<file path="src/hw/emif_pkg.sv">
/*
 * EMIF write path shared types
 * Address, data, port, offset widths and the drain FSM states
 */
`default_nettype none

package emif_pkg;

    // ==============================
    // Bus widths
    // ==============================
    // Word address on the EMIF bus
    typedef logic [22:0] emif_addr_t;
    // One EMIF data word
    typedef logic [17:0] emif_data_t;

    // ==============================
    // Slot and port fields
    // ==============================
    // Target port inside the slot, {addr[20:19], addr[14]}
    typedef logic [2:0] port_num_t;
    // Card slot, compared with addr[18:15]
    typedef logic [3:0] slot_num_t;
    // Word offset in a burst, wraps after 256 words
    typedef logic [7:0] port_ofs_t;

    // Drain FSM
    typedef enum logic [1:0] {
        DRAIN_IDLE,
        DRAIN_READ,
        DRAIN_WAIT
    } drain_state_t;

endpackage

`default_nettype wire

</file>
<file path="src/hw/emif_bus_capture.sv">
/*
 * EMIF bus capture
 * Registers the pins and turns chip-select and write-strobe edges into strobes
 */
`timescale 1ns/100ps
`default_nettype none

module emif_bus_capture (
    input  wire                     clk_emif,
    input  wire                     rst_emif,
    input  wire                     emif_cs_n,
    input  wire                     emif_we_n,
    input  wire emif_pkg::emif_addr_t emif_addr,
    input  wire emif_pkg::emif_data_t emif_data,
    output logic                    cs_fall,
    output logic                    wr_en,
    output logic                    wr_eop,
    output emif_pkg::emif_addr_t    wr_addr,
    output emif_pkg::emif_data_t    wr_data
);

    import emif_pkg::*;

    // Input register stage
    logic       cs_n_q;
    logic       we_n_q;
    emif_addr_t addr_q;
    emif_data_t data_q;

    // Previous levels for edge detection
    logic       cs_n_d;
    logic       we_n_d;

    // ==============================
    // Pin registers
    // ==============================
    // Idle bus is high on both strobes
    always_ff @(posedge clk_emif or negedge rst_emif) begin
        if (!rst_emif) begin
            cs_n_q <= 1'b1;
            we_n_q <= 1'b1;
            cs_n_d <= 1'b1;
            we_n_d <= 1'b1;
        end else begin
            cs_n_q <= emif_cs_n;
            we_n_q <= emif_we_n;
            cs_n_d <= cs_n_q;
            we_n_d <= we_n_q;
        end
    end

    // Address and data follow the strobes stage for stage
    always_ff @(posedge clk_emif) begin
        addr_q  <= emif_addr;
        data_q  <= emif_data;
        wr_addr <= addr_q;
        wr_data <= data_q;
    end

    // ==============================
    // Edge strobes
    // ==============================
    always_ff @(posedge clk_emif or negedge rst_emif) begin
        if (!rst_emif) begin
            cs_fall <= 1'b0;
            wr_en   <= 1'b0;
            wr_eop  <= 1'b0;
        end else begin
            // First registered cycle with chip select low
            cs_fall <= cs_n_d & ~cs_n_q;
            // we_n fall, only inside a burst
            wr_en   <= we_n_d & ~we_n_q & ~cs_n_q;
            // Chip select rise closes the packet
            wr_eop  <= ~cs_n_d & cs_n_q;
        end
    end

endmodule

`default_nettype wire

</file>
<file path="src/hw/type2_wr_decode.sv">
/*
 * Type-2 write decoder
 * Selects bursts addressed to this slot and extracts the target port
 */
`timescale 1ns/100ps
`default_nettype none

module type2_wr_decode #(
    parameter emif_pkg::slot_num_t SLOT_NUM = 4'd0
) (
    input  wire                     clk_emif,
    input  wire                     rst_emif,
    input  wire                     cs_fall,
    input  wire                     wr_en,
    input  wire emif_pkg::emif_addr_t wr_addr,
    input  wire emif_pkg::emif_data_t wr_data,
    input  wire                     wr_eop,
    output logic                    type2_wr_sel,
    output logic                    type2_wr_en,
    output emif_pkg::port_num_t     type2_wr_port,
    output emif_pkg::emif_data_t    type2_wr_data
);

    import emif_pkg::*;

    logic      cs_fall_d1;
    slot_num_t addr_slot;
    logic      addr_match;

    // ==============================
    // Address match
    // ==============================
    assign addr_slot = wr_addr[18:15];

    // Type 2, this slot, addr[13] clear
    assign addr_match = (wr_addr[22:21] == 2'b00) && (addr_slot == SLOT_NUM) &&
                        !wr_addr[13];

    // Select level, end of packet wins
    always_ff @(posedge clk_emif or negedge rst_emif) begin
        if (!rst_emif) begin
            cs_fall_d1   <= 1'b0;
            type2_wr_sel <= 1'b0;
        end else begin
            cs_fall_d1 <= cs_fall;
            if (wr_eop) begin
                type2_wr_sel <= 1'b0;
            end else if (cs_fall_d1) begin
                type2_wr_sel <= addr_match;
            end
        end
    end

    // Port field held for the whole burst
    always_ff @(posedge clk_emif) begin
        if (cs_fall) begin
            type2_wr_port <= {wr_addr[20:19], wr_addr[14]};
        end
    end

    // ==============================
    // Write retiming
    // ==============================
    always_ff @(posedge clk_emif or negedge rst_emif) begin
        if (!rst_emif) begin
            type2_wr_en <= 1'b0;
        end else begin
            type2_wr_en <= wr_en;
        end
    end

    // Data lines up with type2_wr_en
    always_ff @(posedge clk_emif) begin
        type2_wr_data <= wr_data;
    end

endmodule

`default_nettype wire

</file>
<file path="src/hw/port_wr_buffer.sv">
/*
 * Port write buffer
 * FIFO of selected words with first-of-burst marker and sticky overflow
 */
`timescale 1ns/100ps
`default_nettype none

module port_wr_buffer #(
    parameter int FIFO_DEPTH = 8
) (
    input  wire                     clk_emif,
    input  wire                     rst_emif,
    input  wire                     type2_wr_sel,
    input  wire                     type2_wr_en,
    input  wire emif_pkg::port_num_t  type2_wr_port,
    input  wire emif_pkg::emif_data_t type2_wr_data,
    input  wire                     buf_pop,
    output logic                    buf_empty,
    output emif_pkg::port_num_t     buf_port,
    output emif_pkg::emif_data_t    buf_data,
    output logic                    buf_first,
    output logic                    wr_overflow
);

    import emif_pkg::*;

    localparam int PTR_W = $clog2(FIFO_DEPTH);
    localparam bit [PTR_W:0] FULL_CNT = FIFO_DEPTH[PTR_W:0];

    // Entry storage
    port_num_t  port_mem  [FIFO_DEPTH];
    emif_data_t data_mem  [FIFO_DEPTH];
    logic       first_mem [FIFO_DEPTH];

    logic [PTR_W-1:0] wr_ptr;
    logic [PTR_W-1:0] rd_ptr;
    logic [PTR_W:0]   count;
    logic             burst_started;
    logic             push;
    logic             push_ok;
    logic             full;

    // ==============================
    // Push qualification
    // ==============================
    assign push      = type2_wr_en & type2_wr_sel;
    assign full      = (count == FULL_CNT);
    assign push_ok   = push & ~full;
    assign buf_empty = (count == '0);

    // Pointers, count, burst tracking, overflow
    always_ff @(posedge clk_emif or negedge rst_emif) begin
        if (!rst_emif) begin
            wr_ptr        <= '0;
            rd_ptr        <= '0;
            count         <= '0;
            burst_started <= 1'b0;
            wr_overflow   <= 1'b0;
        end else begin
            if (push_ok) begin
                wr_ptr <= wr_ptr + 1'b1;
            end
            if (buf_pop) begin
                rd_ptr <= rd_ptr + 1'b1;
            end
            case ({push_ok, buf_pop})
                2'b10:   count <= count + 1'b1;
                2'b01:   count <= count - 1'b1;
                default: count <= count;
            endcase
            // Cleared between bursts, first stored word marks the start
            if (!type2_wr_sel) begin
                burst_started <= 1'b0;
            end else if (push_ok) begin
                burst_started <= 1'b1;
            end
            // Dropped word, held until reset
            if (push && full) begin
                wr_overflow <= 1'b1;
            end
        end
    end

    // ==============================
    // Storage and read port
    // ==============================
    always_ff @(posedge clk_emif) begin
        if (push_ok) begin
            port_mem[wr_ptr]  <= type2_wr_port;
            data_mem[wr_ptr]  <= type2_wr_data;
            first_mem[wr_ptr] <= ~burst_started;
        end
        // Head word valid the cycle after the pop
        if (buf_pop) begin
            buf_port  <= port_mem[rd_ptr];
            buf_data  <= data_mem[rd_ptr];
            buf_first <= first_mem[rd_ptr];
        end
    end

endmodule

`default_nettype wire

</file>
<file path="src/hw/port_wr_drain.sv">
/*
 * Port write drain
 * Paced FIFO reader producing port writes with per-burst word offsets
 */
`timescale 1ns/100ps
`default_nettype none

module port_wr_drain #(
    parameter int DRAIN_GAP = 3
) (
    input  wire                     clk_emif,
    input  wire                     rst_emif,
    input  wire                     buf_empty,
    input  wire emif_pkg::port_num_t  buf_port,
    input  wire emif_pkg::emif_data_t buf_data,
    input  wire                     buf_first,
    output logic                    buf_pop,
    output logic                    port_wr_en,
    output emif_pkg::port_num_t     port_wr_port,
    output emif_pkg::port_ofs_t     port_wr_ofs,
    output emif_pkg::emif_data_t    port_wr_data
);

    import emif_pkg::*;

    // IDLE and READ already take two cycles of the gap
    localparam int GAP_W    = $clog2(DRAIN_GAP + 1);
    localparam int GAP_LAST = (DRAIN_GAP > 2) ? DRAIN_GAP - 3 : 0;

    drain_state_t     state;
    port_ofs_t        ofs_cnt;
    logic [GAP_W-1:0] gap_cnt;

    // ==============================
    // Outputs
    // ==============================
    assign buf_pop      = (state == DRAIN_IDLE) & ~buf_empty;
    assign port_wr_en   = (state == DRAIN_READ);
    assign port_wr_port = buf_port;
    assign port_wr_data = buf_data;
    // New burst restarts at offset 0
    assign port_wr_ofs  = buf_first ? '0 : ofs_cnt;

    // FSM and stored offset
    always_ff @(posedge clk_emif or negedge rst_emif) begin
        if (!rst_emif) begin
            state   <= DRAIN_IDLE;
            ofs_cnt <= '0;
            gap_cnt <= '0;
        end else begin
            case (state)
                DRAIN_IDLE: begin
                    if (!buf_empty) begin
                        state <= DRAIN_READ;
                    end
                end
                DRAIN_READ: begin
                    ofs_cnt <= port_wr_ofs + 1'b1;
                    gap_cnt <= '0;
                    state   <= (DRAIN_GAP > 2) ? DRAIN_WAIT : DRAIN_IDLE;
                end
                DRAIN_WAIT: begin
                    if (gap_cnt == GAP_W'(GAP_LAST)) begin
                        state <= DRAIN_IDLE;
                    end else begin
                        gap_cnt <= gap_cnt + 1'b1;
                    end
                end
                default: state <= DRAIN_IDLE;
            endcase
        end
    end

endmodule

`default_nettype wire

</file>
<file path="src/hw/emif_wr_top.sv">
/*
 * EMIF type-2 write path top level
 * Capture, decode, buffer and paced drain to the port memories
 */
`timescale 1ns/100ps
`default_nettype none

module emif_wr_top #(
    parameter emif_pkg::slot_num_t SLOT_NUM = 4'd0,
    parameter int FIFO_DEPTH = 8,
    parameter int DRAIN_GAP  = 3
) (
    input  wire                     clk_emif,
    input  wire                     rst_emif,
    input  wire                     emif_cs_n,
    input  wire                     emif_we_n,
    input  wire emif_pkg::emif_addr_t emif_addr,
    input  wire emif_pkg::emif_data_t emif_data,
    output logic                    port_wr_en,
    output emif_pkg::port_num_t     port_wr_port,
    output emif_pkg::port_ofs_t     port_wr_ofs,
    output emif_pkg::emif_data_t    port_wr_data,
    output logic                    wr_overflow
);

    import emif_pkg::*;

    // ==============================
    // Internal nets
    // ==============================
    // Capture to decoder
    logic       cs_fall;
    logic       wr_en;
    logic       wr_eop;
    emif_addr_t wr_addr;
    emif_data_t wr_data;

    // Decoder to buffer
    logic       type2_wr_sel;
    logic       type2_wr_en;
    port_num_t  type2_wr_port;
    emif_data_t type2_wr_data;

    // Buffer to drain
    logic       buf_empty;
    logic       buf_pop;
    port_num_t  buf_port;
    emif_data_t buf_data;
    logic       buf_first;

    emif_bus_capture u_capture (
        .clk_emif  (clk_emif),
        .rst_emif  (rst_emif),
        .emif_cs_n (emif_cs_n),
        .emif_we_n (emif_we_n),
        .emif_addr (emif_addr),
        .emif_data (emif_data),
        .cs_fall   (cs_fall),
        .wr_en     (wr_en),
        .wr_eop    (wr_eop),
        .wr_addr   (wr_addr),
        .wr_data   (wr_data)
    );

    type2_wr_decode #(
        .SLOT_NUM (SLOT_NUM)
    ) u_decode (
        .clk_emif      (clk_emif),
        .rst_emif      (rst_emif),
        .cs_fall       (cs_fall),
        .wr_en         (wr_en),
        .wr_addr       (wr_addr),
        .wr_data       (wr_data),
        .wr_eop        (wr_eop),
        .type2_wr_sel  (type2_wr_sel),
        .type2_wr_en   (type2_wr_en),
        .type2_wr_port (type2_wr_port),
        .type2_wr_data (type2_wr_data)
    );

    port_wr_buffer #(
        .FIFO_DEPTH (FIFO_DEPTH)
    ) u_buffer (
        .clk_emif      (clk_emif),
        .rst_emif      (rst_emif),
        .type2_wr_sel  (type2_wr_sel),
        .type2_wr_en   (type2_wr_en),
        .type2_wr_port (type2_wr_port),
        .type2_wr_data (type2_wr_data),
        .buf_pop       (buf_pop),
        .buf_empty     (buf_empty),
        .buf_port      (buf_port),
        .buf_data      (buf_data),
        .buf_first     (buf_first),
        .wr_overflow   (wr_overflow)
    );

    // Paced toward the slower port memory
    port_wr_drain #(
        .DRAIN_GAP (DRAIN_GAP)
    ) u_drain (
        .clk_emif     (clk_emif),
        .rst_emif     (rst_emif),
        .buf_empty    (buf_empty),
        .buf_port     (buf_port),
        .buf_data     (buf_data),
        .buf_first    (buf_first),
        .buf_pop      (buf_pop),
        .port_wr_en   (port_wr_en),
        .port_wr_port (port_wr_port),
        .port_wr_ofs  (port_wr_ofs),
        .port_wr_data (port_wr_data)
    );

endmodule

`default_nettype wire

</file>
<file path="config.mk">
export PLATFORM = sky130hd
export DESIGN_NAME = emif_wr_top
export DESIGN_NICKNAME = d
export VERILOG_FILES = /design/src/hw/emif_pkg.sv /design/src/hw/emif_bus_capture.sv /design/src/hw/type2_wr_decode.sv /design/src/hw/port_wr_buffer.sv /design/src/hw/port_wr_drain.sv /design/src/hw/emif_wr_top.sv
export SDC_FILE = /design/constraint.sdc
export NUM_CORES = 1
export LEC_CHECK = 0
export BUFFER_PORTS_ARGS = -buffer_cell sky130_fd_sc_hd__buf_2
export CORE_AREA = 5 5 170 189
export DETAILED_ROUTE_END_ITERATION = 10
export DIE_AREA = 0 0 175 194
export GPL_ROUTABILITY_DRIVEN = 0
export GPL_TIMING_DRIVEN = 0
export SYNTH_ARGS = -nofsm -noshare
export SYNTH_HDL_FRONTEND = slang
export SYNTH_SLANG_ARGS = --single-unit
</file>
<file path="constraint.sdc">
create_clock -name clk_emif -period 3.8 [get_ports clk_emif]
set_clock_uncertainty 0.2 [all_clocks]
set_input_delay 0.57 -clock clk_emif [delete_from_list [all_inputs] [get_ports clk_emif]]
set_output_delay 0.57 -clock clk_emif [all_outputs]
set_load 0.01 [all_outputs]
</file>
Word level (Yosys, flattened, before mapping)
Memory sizes are Yosys's and may differ from the RTL's. A register that Yosys moved wholly into a read port is not among the register bits.
Index checks and enable logic that the tools add are counted.
{"block": "totals", "ramBits": 176, "regBits": 137, "mem_count": 3, "latchBits": 0, "mem_bits_ro": 0, "inputBits": 45}
{"block": "op_classes", "div_mod_pow": 0, "n_eq_ne": 9, "mux": 13, "add_sub_neg": 6, "mul": 0, "n_reduce_logical": 14, "bitwise_logic": 13, "order_cmp": 0, "n_shift": 0}
{"name": "u_buffer.data_mem", "words": 8, "width": 18, "rd": 1, "rd_clocked_by_memory_dff": 1, "wr": 1, "line": "port_wr_buffer.sv:32", "rtl": "emif_data_t data_mem [FIFO_DEPTH];"}
{"name": "u_buffer.port_mem", "words": 8, "width": 3, "rd": 1, "rd_clocked_by_memory_dff": 1, "wr": 1, "line": "port_wr_buffer.sv:31", "rtl": "port_num_t port_mem [FIFO_DEPTH];"}
{"name": "u_buffer.first_mem", "words": 8, "width": 1, "rd": 1, "rd_clocked_by_memory_dff": 1, "wr": 1, "line": "port_wr_buffer.sv:33", "rtl": "logic first_mem [FIFO_DEPTH];"}
{"op": "$add A8 B1 Y8 const B", "n": 1}
{"op": "$logic_not A4 Y1", "n": 2}
{"op": "$mux W8", "n": 1}
{"op": "$pmux W4 S2", "n": 1}
{"op": "$and A1 B1 Y1", "n": 7}
{"op": "$add A3 B1 Y3 const B", "n": 2}
{"op": "$logic_not A2 Y1", "n": 3}
{"op": "$mux W1", "n": 6}
{"op": "$mux W2", "n": 3}
{"op": "$not A1 Y1", "n": 6}
{"op": "$pmux W2 S3", "n": 1}
{"op": "$reduce_bool A2 Y1", "n": 3}
{"op": "$add A4 B1 Y4 const B", "n": 1}
{"op": "$eq A2 B1 Y1 const B", "n": 2}
{"op": "$eq A2 B2 Y1 const B", "n": 2}
{"op": "$eq A4 B4 Y1 const B", "n": 1}
{"op": "$ne A2 B1 Y1 const B", "n": 2}
{"op": "$ne A2 B2 Y1 const B", "n": 2}
{"op": "$pmux W2 S2", "n": 1}
{"op": "$reduce_and A2 Y1", "n": 2}
{"op": "$sub A4 B1 Y4 const B", "n": 1}
{"op": "$logic_and A1 B1 Y1", "n": 3}
{"op": "$add A2 B1 Y2 const B", "n": 1}
{"op": "$logic_not A1 Y1", "n": 1}

Longest topological paths before layout
{"block": "logic_depth", "ltp_word": 5, "mapped_depth": 10, "ltp_nobuf": 10}

By module
From an unflattened synthesis, not the netlist that was laid out.
{"block": "unflattened", "hier_cells": 555, "hier_area_um2": 11334.6}
{"mod": "port_wr_buffer", "area_per_inst_um2": 8076.5, "instances": 1, "cells_each": 338}
{"mod": "emif_bus_capture", "area_per_inst_um2": 1849.3, "instances": 1, "cells_each": 92}
{"mod": "port_wr_drain", "area_per_inst_um2": 855.8, "instances": 1, "cells_each": 96}
{"mod": "type2_wr_decode", "area_per_inst_um2": 553.0, "instances": 1, "cells_each": 29}

Worst setup path before layout
Ideal clock, no wire load.
{"block": "synth_timing", "path_type": "register to register", "start": "register u_drain.state[1]", "end": "register u_buffer.count[2]", "stages_incl_launch_ff": 10, "slack_ps": -161, "t_required_ps": 3474, "arrival_ps": 3634, "period_less_slack_ps": 3961, "path_buffers": 1, "path_cell_list": "dfrtp_1 buf_2 nor3_1 ha_1 xor2_1 ha_1 a21oi_1 xor2_1 nor2_1 xor2_1"}
{"block": "synth_via", "elab_chain_len": 4}
{"element": "start: declaration", "line": "port_wr_drain.sv:30", "rtl": "drain_state_t state;"}
{"element": "start signal: assignment", "line": "port_wr_drain.sv:60", "rtl": "state <= (DRAIN_GAP > 2) ? DRAIN_WAIT : DRAIN_IDLE;"}
{"element": "$logic_not A2 Y1 (*)", "line": "port_wr_drain.sv:37", "rtl": "assign buf_pop = (state == DRAIN_IDLE) & ~buf_empty;"}
{"element": "$and A1 B1 Y1 (*)", "line": "port_wr_drain.sv:37"}
{"element": "named net buf_pop", "line": "emif_wr_top.sv:46", "rtl": "logic buf_pop;"}
{"element": "$eq A2 B1 Y1 / $eq A2 B2 Y1 (equally long branches)", "line": "port_wr_buffer.sv:66", "rtl": "case ({push_ok, buf_pop})"}
{"element": "$pmux W4 S2 / $reduce_bool A2 Y1 (equally long branches)"}
{"element": "end signal: assignment", "line": "port_wr_buffer.sv:67", "rtl": "2'b10: count <= count + 1'b1;"}
{"element": "end signal: assignment", "line": "port_wr_buffer.sv:68", "rtl": "2'b01: count <= count - 1'b1;"}
{"element": "end signal: assignment", "line": "port_wr_buffer.sv:69", "rtl": "default: count <= count;"}
{"element": "end: declaration", "line": "port_wr_buffer.sv:37", "rtl": "logic [PTR_W:0] count;"}
The timed path passes the listed nets; every way through them passes the cells marked *.
A chain may end at the register's enable or synchronous reset.

Worst setup path after layout
{"block": "layout_timing", "start": "register u_buffer.count[1]", "end": "register u_buffer.count[2]"}
{"block": "layout_via", "elab_chain_len": 5}
{"element": "$logic_not A4 Y1 (*)", "line": "port_wr_buffer.sv:49", "rtl": "assign buf_empty = (count == '0);"}
{"element": "$not A1 Y1 (*)", "line": "port_wr_drain.sv:37"}
{"element": "$and A1 B1 Y1 (*)", "line": "port_wr_drain.sv:37"}
{"element": "named net buf_pop", "line": "emif_wr_top.sv:46"}
{"element": "$eq A2 B1 Y1 / $eq A2 B2 Y1 (equally long branches)", "line": "port_wr_buffer.sv:66"}
{"element": "$pmux W4 S2 / $reduce_bool A2 Y1 (equally long branches)"}
Marks and branches as above.

==> impl_metrics.yaml <==
status:
  status: "completed"
critical_path:
  crit_top_cell: "xor2_1"
  worst_setup_path_start_kind: "register"
  critical_path_arrival_ns: 3.17
  cpPeakStageDelay_ns: 0.63
  required_ns: 4.03
  crit_path_cell_trace: "nor4_1 -> nor3_4 -> ha_1 -> xor2_1 -> ha_1 -> a21oi_1 -> xor2_1 -> nor2_1 -> xor2_1"
  number_of_cells_on_the_worst_reg_to_reg_path: 9
  critical_path_class: "reg -> reg"
  timing.critical_path.slowest_stage_cell: "nor4_1"
  critPathTopFamily: "simple AND/OR/NAND/NOR gates"
  critPathMaxFanout: 13
  worst_setup_path_end_kind: "register"
  path_buf_inv: 0
  worst-path-stages: 9
final_layout:
  finish.instance_area_mm2: 0.0129
  most-common-layout-cells: "edfxtp_1, dfxtp_1, buf_2"
  mostFrequentLayoutCell: "edfxtp_1"
  antenna_cells: 0
  fill_cells: 2590
  area_delta_synth_final_pct: 21.6
  final_core_utilization_pct: 43.0
  finish.net_count: 702
  fraction_of_layout_cells_with_a_size_suffix_above_1_pct: 24.5
timing:
  period_share_pct: 77.4
  final-hold-violation-count: 0
  fin_crit_ns: 2.94
  number_of_pins_exceeding_their_max_slew_limit_in_the_final_report: 0
  rsz0062_at_grt: "no"
  peak_freq_mhz: 340
  setup_ws_ns: 0.858
  tightestPinTransition_ns: 0.974
  finalSetupViolations: 0
  slew_headroom_pct: 34.7
worst_hold_path:
  hold_class: "reg -> reg"
  cell_depth_of_the_worst_min_delay_path: 0
synthesis:
  number_of_synthesized_flops_with_an_enable_pin: 201
  syn-num-nets: 564
  share_of_synthesized_area_occupied_by_flip_flops_and_latches_pct: 78.9
  synthesis.area_mm2: 0.0106
  postSynth.topFlopCell: "edfxtp_1"
  ys.warnings.count: 0
  netlist-cell-type-count: 33
  avgSynthCellArea_um2: 20.7
  synthCells: 512
  yosys_register_bits: 309
  fraction_of_registers_with_async_set_or_reset_after_synthesis_pct: 11.0
global_route:
  grt_first_pass_wirelength_um: 29700
  gr-usage-all-layers_pct: 11.1
  grt_max_degree: 35
  overflow: 0
  first_global_vias: 5208
  grt_antenna_before_repair: 0
drt:
  detailedRoute.firstPassIterationCount: 4
  routed_wire_length_per_instance_um: 18.1
  num_vias: 4941
  ant_nets: 0
  detailedRoute.firstIterationViolations: 243
  routed_wl_um: 19000
  viasPerCell: 4.69
  drc_errors: 0
floorplan:
  design.core.area_mm2: 0.0300
  rows: 67
  io_pins: 76
  die_extent_in_y_um: 194
  fp.dieW_um: 175
  start_util_pct: 35.4
  floorplan.die_area_mm2: 0.0340
power:
  p_sw_w: 0.00228
  power.combinational.fraction_pct: 20.8
  power.density_mw_per_mm2: 680
  seq_power_share_pct: 46.4
  worst_vdd_rail_ir_drop_v: 0.000351
  design_power_total_w: 0.00878
  cellInternalPower_w: 0.00650
  power.share.switching_pct: 26.0
  clock_power_share_pct: 32.8
  p_leak_nw: 4.72
clock_tree:
  clkLatencyLatePin_ns: 0.55
  numClockSinks: 309
  clk_root_buffer_cell: "clkbuf_16"
  clk_transition_reported_paths_ns: 0.06
  cts.repair_timing.setup_buffer_count: 0
  cts_inserted_buffers: 31
  clock_tree.htree_level_count: 1
  cts_tree: "done"
  cts_max_path_buffers: 3
place:
  detailed_place.area_mm2: 0.0116
  dp_worst_setup_slack_ns: 0.839
  place_hpwl_um: 11800
  portBuffers: 62
run:
  cap_viol_max_count: 0
==> layer usage <==
| layer | wire [µm] | global-route usage, % | vias up |
|---|---|---|---|
| li1 | - | - | 2303 |
| met1 | 7930 | 14.2 | 2487 |
| met2 | 9660 | 19.3 | 115 |
| met3 | 994 | 1.99 | 36 |
| met4 | 421 | 3.38 | 0 |
| met5 | 0 | 0 | - |
==> synthesized netlist by cell type, types with 5 or more instances <==
master	n	area [µm²]
nor2b_1	11	68.8
clkbuf_1	5	18.8
a21oi_1	5	25.0
nand2b_1	5	31.3
nand2_1	24	90.1
mux2_2	25	282
edfxtp_1	201	6040
dfxtp_1	74	1480
nor2_1	10	37.5
dfrtp_1	30	751
ha_1	7	87.6
xor2_1	5	43.8
buf_6	5	56.3
mux4_1	44	1160
inv_1	5	18.8
nor4_1	5	31.3
o21ai_0	9	45.0
nor3_1	11	55.1
==> worst register-to-register path, stage by stage (launching register included) <==
cell and delay [ns]:
dfrtp_1 0.44, nor4_1 0.63, nor3_4 0.25, ha_1 0.36
xor2_1 0.18, ha_1 0.20, a21oi_1 0.17, xor2_1 0.18
nor2_1 0.08, xor2_1 0.14
==> power by group through the flow <==
stage                     clock [W]  sequential [W]  combinational (W)
after detailed placement          0         0.00415            0.00184
final                       0.00288         0.00407            0.00182
after CTS                   0.00296         0.00408            0.00188
after global routing        0.00311         0.00411            0.00198
after global placement            0         0.00414            0.00173
after floorplan                   0         0.00418            0.00116
==> cells by family (layout without fill, tap and decap cells) <==
family | after synthesis | after routing | synth area share (%)
xor gates and xnor gates | 9 | 9 | 0.743
and+or+nand+nor | 75 | 75 | 3.50
muxes | 72 | 72 | 13.8
AOI/OAI and AO/OA | 19 | 19 | 1.07
buffers and inverters | 21 | 183 | 1.13
DFF | 309 | 309 | 78.9
adders and majority gates | 7 | 7 | 0.825
==> repair_timing <==
item / 4_1_cts / 5_1_grt
hold buffers: 31 / 0
hold endpoints to repair: 60 / 0
resized for setup: 0 / 0
==> flip-flops by register name, indices dropped and copies added (netlist names), 3 cells and up <==
name                    count
u_drain.ofs_cnt             8
u_capture.wr_data          18
u_capture.wr_addr          10
u_decode.type2_wr_data     18
u_buffer.port_mem          24
u_capture.addr_q           10
u_buffer.buf_port           3
u_decode.type2_wr_port      3
u_buffer.count              4
u_buffer.buf_data          18
u_buffer.rd_ptr             3
u_buffer.data_mem         144
u_buffer.wr_ptr             3
u_buffer.first_mem          8
u_capture.data_q           18
==> metrics by stage <==
| step | setup TNS [ns] | std cells | hold WS [ns] |
|---|---|---|---|
| 2_1_floorplan | 0 | 512 | 0.0744 |
| 3_3_place_gp | -120.84 | 953 | 0.110 |
| 3_5_place_dp | 0 | 965 | 0.112 |
| 6_report | 0 | 1053 | 0.122 |
| 4_1_cts | 0 | 1053 | 0.125 |
| 5_1_grt | 0 | 1053 | 0.130 |
==> worst paths after layout <==
| path | startpoint | endpoint | slack (ns) |
|---|---|---|---|
| worst min-delay path | u_capture.wr_data[1] | u_decode.type2_wr_data[1] | 0.12 |
| worst min register to register | u_capture.wr_data[1] | u_decode.type2_wr_data[1] | 0.12 |
| worst max register to register | u_buffer.count[1] | u_buffer.count[2] | 0.86 |
| worst max-delay path | u_buffer.count[1] | u_buffer.count[2] | 0.86 |
| max in group asynchronous | rst_emif | u_decode.cs_fall_d1 | 2.47 |
| min in group asynchronous | rst_emif | u_drain.ofs_cnt[3] | 0.43 |
==> area by class of cell <==
cell class	instances	area, µm²	area share (%)
Buffer	16	101	0.785
Clock buffer	41	833	6.46
Clock inverter	16	138	1.07
Inverter	5	18.8	0.145
Multi-Input combinational cell	182	2190	17.0
Sequential cell	309	8370	64.9
Tap cell	379	474	3.67
Timing Repair Buffer	105	779	6.04
(Power assumes the default switching activity.)
